### src/hdl/spi_cfg_pkg.sv
package spi_cfg_pkg;

    // SPI mode, mode 0 as built
    localparam logic cpol = 1'b0;  // SCLK level while idle
    localparam logic cpha = 1'b0;  // Sample on leading edge when clear

    // Clk cycles per SCLK half period
    // Must stay at or above 1
    localparam int sclk_half = 2;

    localparam int byte_bits = 8;  // Bits per transfer

    // Counter sizing for the shift engine
    localparam int half_cnt_w = (sclk_half > 1) ? $clog2(sclk_half) : 1;
    localparam int edge_cnt_w = $clog2(2 * byte_bits);

    // Terminal count of one half period
    localparam logic [half_cnt_w-1:0] half_last = half_cnt_w'(sclk_half - 1);

    // Index of the final SCLK edge of a byte
    localparam logic [edge_cnt_w-1:0] last_edge = edge_cnt_w'(2 * byte_bits - 1);

    // Final sampling edge, one later with phase 1
    localparam logic [edge_cnt_w-1:0] last_sample =
        edge_cnt_w'(2 * byte_bits - 2 + int'(cpha));

endpackage

### src/hdl/spi_xfer_pkg.sv
package spi_xfer_pkg;

    // One SPI data word, MSB goes out first
    typedef logic [spi_cfg_pkg::byte_bits-1:0] spi_byte_t;

    // Command as it travels from the host link to the shift engine
    typedef struct packed {
        spi_byte_t tx_byte;  // Byte to send on MOSI
        logic      hold;     // Keep chip select low after this byte
    } spi_cmd_t;

endpackage

### src/hdl/hs_slice.sv
`timescale 1ns/10ps

module hs_slice #(
    parameter type payload_t = spi_xfer_pkg::spi_byte_t
) (
    input  logic     clk,
    input  logic     rst,
    // Upstream four-phase link
    input  logic     in_req,
    output logic     in_ack,
    input  payload_t in_data,
    // Downstream four-phase link
    output logic     out_req,
    input  logic     out_ack,
    output payload_t out_data
);

    // Sender side of the slice
    typedef enum logic [1:0] {
        sl_empty,   // No payload held
        sl_req,     // Payload offered downstream
        sl_drain    // Waiting for out_ack to return low
    } slice_state_t;

    slice_state_t state;
    payload_t     data_q;
    logic         capture;

    // New payload only when empty and the previous input handshake has closed
    assign capture = (state == sl_empty) && in_req && !in_ack;

    // Receiver side, ack right after capture
    always_ff @(posedge clk or posedge rst) begin
        if (rst) begin
            in_ack <= 1'b0;
        end else if (capture) begin
            in_ack <= 1'b1;
        end else if (!in_req) begin
            in_ack <= 1'b0;  // Sender has dropped req
        end
    end

    always_ff @(posedge clk or posedge rst) begin
        if (rst) begin
            state <= sl_empty;
        end else begin
            case (state)
                sl_empty: begin
                    if (capture) begin
                        state <= sl_req;
                    end
                end
                sl_req: begin
                    if (out_ack) begin
                        state <= sl_drain;
                    end
                end
                sl_drain: begin
                    if (!out_ack) begin
                        state <= sl_empty;
                    end
                end
                default: begin
                    state <= sl_empty;
                end
            endcase
        end
    end

    // Holding register
    always_ff @(posedge clk) begin
        if (capture) begin
            data_q <= in_data;
        end
    end

    assign out_req  = (state == sl_req);
    assign out_data = data_q;  // Stable from capture until the slice empties

endmodule

### src/hdl/spi_shift_engine.sv
`timescale 1ns/10ps

module spi_shift_engine (
    input  logic                    clk,
    input  logic                    rst,
    // Command link, engine is the receiver
    input  logic                    in_req,
    output logic                    in_ack,
    input  spi_xfer_pkg::spi_cmd_t  in_cmd,
    // Result link, engine is the sender
    output logic                    out_req,
    input  logic                    out_ack,
    output spi_xfer_pkg::spi_byte_t out_byte,
    // SPI pins
    output logic                    sclk,
    output logic                    mosi,
    input  logic                    miso,
    output logic                    cs_n
);

    typedef enum logic [2:0] {
        st_idle,     // Ready for a command
        st_lead,     // Chip select setup, first half period
        st_shift,    // Remaining SCLK edges
        st_trail,    // Chip select hold after the last edge
        st_deliver   // Wait for the result handshake to close
    } eng_state_t;

    eng_state_t                         state;
    logic [spi_cfg_pkg::half_cnt_w-1:0] half_cnt;   // Clk cycles within a half period
    logic [spi_cfg_pkg::edge_cnt_w-1:0] edge_cnt;   // SCLK edges done in this byte
    spi_xfer_pkg::spi_byte_t            shreg;      // TX bits out the top, RX bits in below
    logic                               hold_q;
    logic                               take_cmd;
    logic                               half_done;
    logic                               edge_now;
    logic                               sample_now;
    logic                               rx_done;
    logic                               ack_wait;

    assign take_cmd  = (state == st_idle) && in_req && !in_ack;
    assign half_done = (half_cnt == spi_cfg_pkg::half_last);

    // An SCLK edge falls at the end of every half period from lead on
    assign edge_now = ((state == st_lead) || (state == st_shift)) && half_done;

    // Even edges lead, odd edges trail
    assign sample_now = edge_now && (edge_cnt[0] == spi_cfg_pkg::cpha);

    // Command handshake
    always_ff @(posedge clk or posedge rst) begin
        if (rst) begin
            in_ack <= 1'b0;
        end else if (take_cmd) begin
            in_ack <= 1'b1;
        end else if (!in_req) begin
            in_ack <= 1'b0;
        end
    end

    // Main sequencer, SCLK, chip select and MOSI
    always_ff @(posedge clk or posedge rst) begin
        if (rst) begin
            state    <= st_idle;
            half_cnt <= '0;
            edge_cnt <= '0;
            hold_q   <= 1'b0;
            sclk     <= spi_cfg_pkg::cpol;
            cs_n     <= 1'b1;
            mosi     <= 1'b0;
        end else begin
            case (state)
                st_idle: begin
                    if (take_cmd) begin
                        hold_q   <= in_cmd.hold;
                        cs_n     <= 1'b0;  // No change inside a hold run
                        half_cnt <= '0;
                        edge_cnt <= '0;
                        state    <= st_lead;
                        // Phase 0 wants the MSB out before the first edge
                        if (!spi_cfg_pkg::cpha) begin
                            mosi <= in_cmd.tx_byte[spi_cfg_pkg::byte_bits-1];
                        end
                    end
                end
                st_lead, st_shift: begin
                    if (half_done) begin
                        half_cnt <= '0;
                        sclk     <= ~sclk;
                        edge_cnt <= edge_cnt + 1'b1;
                        // Launch on the non-sampling edges, none after the last one
                        if (!sample_now && (edge_cnt != spi_cfg_pkg::last_edge)) begin
                            mosi <= shreg[spi_cfg_pkg::byte_bits-1];
                        end
                        if (edge_cnt == spi_cfg_pkg::last_edge) begin
                            state <= st_trail;  // SCLK back at idle level
                        end else begin
                            state <= st_shift;
                        end
                    end else begin
                        half_cnt <= half_cnt + 1'b1;
                    end
                end
                st_trail: begin
                    if (half_done) begin
                        half_cnt <= '0;
                        if (!hold_q) begin
                            cs_n <= 1'b1;  // End of frame
                        end
                        state <= st_deliver;
                    end else begin
                        half_cnt <= half_cnt + 1'b1;
                    end
                end
                st_deliver: begin
                    // Next command only once the result is handed off
                    if (!rx_done && !out_req && !ack_wait) begin
                        state <= st_idle;
                    end
                end
                default: begin
                    state <= st_idle;
                end
            endcase
        end
    end

    // Shift register, loaded with the TX byte and filled from MISO
    always_ff @(posedge clk) begin
        if (take_cmd) begin
            shreg <= in_cmd.tx_byte;
        end else if (sample_now) begin
            shreg <= {shreg[spi_cfg_pkg::byte_bits-2:0], miso};
        end
    end

    // Result handshake
    always_ff @(posedge clk or posedge rst) begin
        if (rst) begin
            rx_done  <= 1'b0;
            out_req  <= 1'b0;
            ack_wait <= 1'b0;
        end else begin
            // Pulse on the final sampling edge
            rx_done <= sample_now && (edge_cnt == spi_cfg_pkg::last_sample);
            if (rx_done) begin
                out_req <= 1'b1;
            end else if (out_req && out_ack) begin
                out_req  <= 1'b0;
                ack_wait <= 1'b1;
            end else if (ack_wait && !out_ack) begin
                ack_wait <= 1'b0;  // Handshake closed
            end
        end
    end

    // Shift register holds still until the next command is taken
    assign out_byte = shreg;

endmodule

### src/hdl/spi_master_top.sv
`timescale 1ns/10ps

module spi_master_top (
    input  logic       clk,
    input  logic       rst,
    // Host command link
    input  logic       cmd_req,
    output logic       cmd_ack,
    input  logic [7:0] cmd_data,
    input  logic       cmd_hold,
    // Host response link
    output logic       rsp_req,
    input  logic       rsp_ack,
    output logic [7:0] rsp_data,
    // SPI bus
    output logic       spi_sclk,
    output logic       spi_mosi,
    output logic       spi_cs_n,
    input  logic       spi_miso
);

    // Host command packed for the pipeline
    spi_xfer_pkg::spi_cmd_t  host_cmd;

    // Command slice to engine
    spi_xfer_pkg::spi_cmd_t  eng_cmd;
    logic                    eng_cmd_req;
    logic                    eng_cmd_ack;

    // Engine to response slice
    spi_xfer_pkg::spi_byte_t eng_rsp;
    logic                    eng_rsp_req;
    logic                    eng_rsp_ack;

    assign host_cmd.tx_byte = cmd_data;
    assign host_cmd.hold    = cmd_hold;

    hs_slice #(
        .payload_t (spi_xfer_pkg::spi_cmd_t)
    ) cmd_slice (
        .clk      (clk),
        .rst      (rst),
        .in_req   (cmd_req),
        .in_ack   (cmd_ack),
        .in_data  (host_cmd),
        .out_req  (eng_cmd_req),
        .out_ack  (eng_cmd_ack),
        .out_data (eng_cmd)
    );

    spi_shift_engine shift_engine (
        .clk      (clk),
        .rst      (rst),
        .in_req   (eng_cmd_req),
        .in_ack   (eng_cmd_ack),
        .in_cmd   (eng_cmd),
        .out_req  (eng_rsp_req),
        .out_ack  (eng_rsp_ack),
        .out_byte (eng_rsp),
        .sclk     (spi_sclk),
        .mosi     (spi_mosi),
        .miso     (spi_miso),
        .cs_n     (spi_cs_n)
    );

    // Received bytes wait here for the host
    hs_slice #(
        .payload_t (spi_xfer_pkg::spi_byte_t)
    ) rsp_slice (
        .clk      (clk),
        .rst      (rst),
        .in_req   (eng_rsp_req),
        .in_ack   (eng_rsp_ack),
        .in_data  (eng_rsp),
        .out_req  (rsp_req),
        .out_ack  (rsp_ack),
        .out_data (rsp_data)
    );

endmodule

### config.mk
export PLATFORM = sky130hd
export DESIGN_NAME = spi_master_top
export DESIGN_NICKNAME = d
export VERILOG_FILES = /design/src/hdl/spi_cfg_pkg.sv /design/src/hdl/spi_xfer_pkg.sv /design/src/hdl/hs_slice.sv /design/src/hdl/spi_shift_engine.sv /design/src/hdl/spi_master_top.sv
export SDC_FILE = /design/constraint.sdc
export NUM_CORES = 1
export LEC_CHECK = 0
export BUFFER_PORTS_ARGS = -buffer_cell sky130_fd_sc_hd__buf_2
export CAP_MARGIN = 30
export CELL_PAD_IN_SITES_DETAIL_PLACEMENT = 0
export CELL_PAD_IN_SITES_GLOBAL_PLACEMENT = 2
export CORE_MARGIN = 2
export CORE_UTILIZATION = 35
export DETAILED_ROUTE_END_ITERATION = 10
export PLACE_DENSITY = 0.81
export SYNTH_ARGS = -nofsm -noshare
export SYNTH_HDL_FRONTEND = slang
export SYNTH_SLANG_ARGS = --single-unit
export TNS_END_PERCENT = 10
### constraint.sdc
create_clock -name clk -period 2.35 [get_ports clk]
set_input_delay 0.235 -clock clk [delete_from_list [all_inputs] [get_ports clk]]
set_output_delay 0.235 -clock clk [all_outputs]
set_load 0.05 [all_outputs]
==> results_dict.tcl <==
set metrics [dict create \
    rows 26 \
    gp_congestion 0.743 \
    htree_levels 2 \
    hold_viol 0 \
    antenna_found_initial 0 \
    dp_slack_ns 0.596 \
    synthMuxAreaShare_pct 6.71 \
    synth_top_family_by_area "simple AND/OR/NAND/NOR gates" \
    hold_path_class "primary input to asynchronous set/reset pin" \
    syn_area_per_cell_um2 14.7 \
    post_synth_fa_ha_maj_area_fraction_pct 1.32 \
    cts_tree "built" \
    powerDensity_nw_per_um2 1270 \
    finalCritPeriodShare_pct 75.7 \
    final_net_count 177 \
    synth_xor_area_share_pct 3.68 \
    grt_pass1_vias 1121 \
    path_clk_slew_ns 0.09 \
    worst_hold_slack_ns 0.0758 \
    ir_drop_v 0.000506 \
    worstSetupEndpointType "register" \
    yosys-top-cells-count "25 x edfxtp_1, 21 x dfrtp_1, 10 x mux2_2" \
    die-width_um 77.7 \
    die_h_um 77.7 \
    critPathMaxFanout 8 \
    boundaryPins 27 \
    status "complete, no violations" \
    tns_ns 0 \
    synthCells 129 \
    routed_wl_um 3210 \
    synth_most_common_cell "edfxtp_1" \
    die_area_um2 6040 \
    core_um2 5170 \
    drtPass1Iterations 5 \
    drive_gt1_share_pct 34.6 \
    finalSetupViolations 0 \
    fin_util_pct 43.1 \
    grt_pass1_wl_um 5390 \
    ctsHoldBuffers 0 \
    cts-root-buf "clkbuf_8" \
    required_ns 2.37 \
    fmax_mhz 562 \
    track_usage_pct 11.8 \
    cts_made_buffers 5 \
    synth_edf_count 25 \
    ys_ff_latch 47 \
    area_growth_pct 17.3 \
    synth_ff_type "edfxtp_1" \
    ys_seq_area_share_pct 68.5 \
    avgViaCountPerCell 4.82 \
    cts_resized 0 \
    start_kind "register" \
    yosysWarnings 0 \
    rsz0062_at_grt "false" \
    synth_compound_area_share_pct 5.92 \
    grt_overflow 0 \
    synth_simple_gate_area_share_pct 11.6 \
    worst-setup-path-type "register to register" \
    synth_top_area_share_pct 39.5 \
    numPortBuffers 26 \
    ant_nets 0 \
    insertion_delay_ns 0.30 \
    relSlewSlack_pct 45.0 \
    drc 0 \
    grt_max_degree 23 \
    period_needed_ns 1.78 \
    synth_nets 145 \
    netlist_top_cells_area "edfxtp_1 39%, dfrtp_1 28%, mux2_2 5.9%" \
    post-dp-hpwl_um 2300 \
    clockBufferDepth 2 \
    ys_types 35 \
    arrival_ns 1.80 \
    drt_iter0_markers 28 \
    maxCapViolCount 0 \
    post_drt_wl_per_cell_um 13.8 \
    async_reset_ff_share_pct 46.8 \
    power_mw 2.83 \
    leakagePower_nw 0.942 \
    worst_slack_ns 0.571 \
    drv_slew 0 \
    diodes 0 \
    skew_ns 0.0128 \
    synth_largest_area_cell "edfxtp_1" \
    cts.sinks 47 \
    start_util_pct 36.8 \
    syn-cell-area_um2 1900 \
    vias 1119 \
    cts_setup_buffers 0 \
    tightest_slew_ns 0.824 \
]
==> flip-flops by register name, summed over array words and instances, names as in the netlist, 2 cells and up <==
| name | count |
|---|---|
| cmd_slice.out_data | 9 |
| rsp_slice.out_data | 8 |
| shift_engine.out_byte | 8 |
| shift_engine.edge_cnt | 4 |
| shift_engine.state | 3 |
| cmd_slice.state | 2 |
| rsp_slice.state | 2 |
==> cell families after synthesis <==
family	Yosys count
compound gates	17
xor+xnor	8
fa+ha+maj	2
buf+inv	7
flops	47
mux	11
simple gates	37
==> worst paths after layout <==
check / from / to / slack (ns) / cells after the start
max reg2reg: shift_engine.state[1] / shift_engine.out_byte[0] / 0.57 / 4
max: shift_engine.state[1] / shift_engine.out_byte[0] / 0.57 / 4
min: rst / rsp_slice.state[0] / 0.08 / 2
min reg2reg: shift_engine.hold_q / shift_engine.cs_n / 0.42 / 1
max in group asynchronous: rst / shift_engine.in_ack / 1.75 / 2
min in group clk: cmd_data[6] / cmd_slice.out_data[7] / 0.10 / 1
==> power by group <==
part	switching [mW]	total [mW]	leakage, nW	internal, mW
sequential	0.213	1.39	0.514	1.18
clock	0.276	0.596	0.0548	0.320
combinational	0.479	0.846	0.373	0.367
==> cell type report <==
class / instances / area [um2]
Clock buffer: 5 / 68.8
Clock inverter: 3 / 46.3
Fill cell: 469 / 2940
Inverter: 3 / 11.3
Multi-Input combinational cell: 75 / 562
Sequential cell: 47 / 1300
Tap cell: 70 / 87.6
Timing Repair Buffer: 29 / 153
==> layout by cell type (no fill, tap or decap), types with 2 or more instances in the layout <==
master	count
buf_2	26
edfxtp_1	25
dfrtp_1	21
mux2_2	10
nor2_1	7
nand3_1	7
o21ai_0	5
nand2_1	5
xor2_1	5
clkbuf_8	5
a21oi_1	4
nor3_1	3
nor2b_1	3
inv_1	3
xnor2_1	3
buf_4	3
nand2b_1	2
and2_1	2
o21a_1	2
ha_1	2
==> critical path: stages, from the launching register on <==
cell and delay [ns]:
dfrtp_1 0.56, xor2_1 0.32, nand2_1 0.23, o21ai_0 0.20
buf_4 0.19
==> stage by stage <==
step / instance area [um2] / cells
6_report: 2230 / 232
5_1_grt: 2230 / 232
4_1_cts: 2230 / 232
3_5_place_dp: 2120 / 224
3_3_place_gp: 2120 / 224
2_1_floorplan: 1900 / 129
==> metal layers <==
metal	track usage (%)	vias up	wire length, um
met5	0	-	0
met4	7.50	0	91
met3	2.67	8	151
met2	18.1	32	1520
met1	14.9	553	1440
li1	-	526	-
No activity file was read; power rests on OpenSTA's default activity.
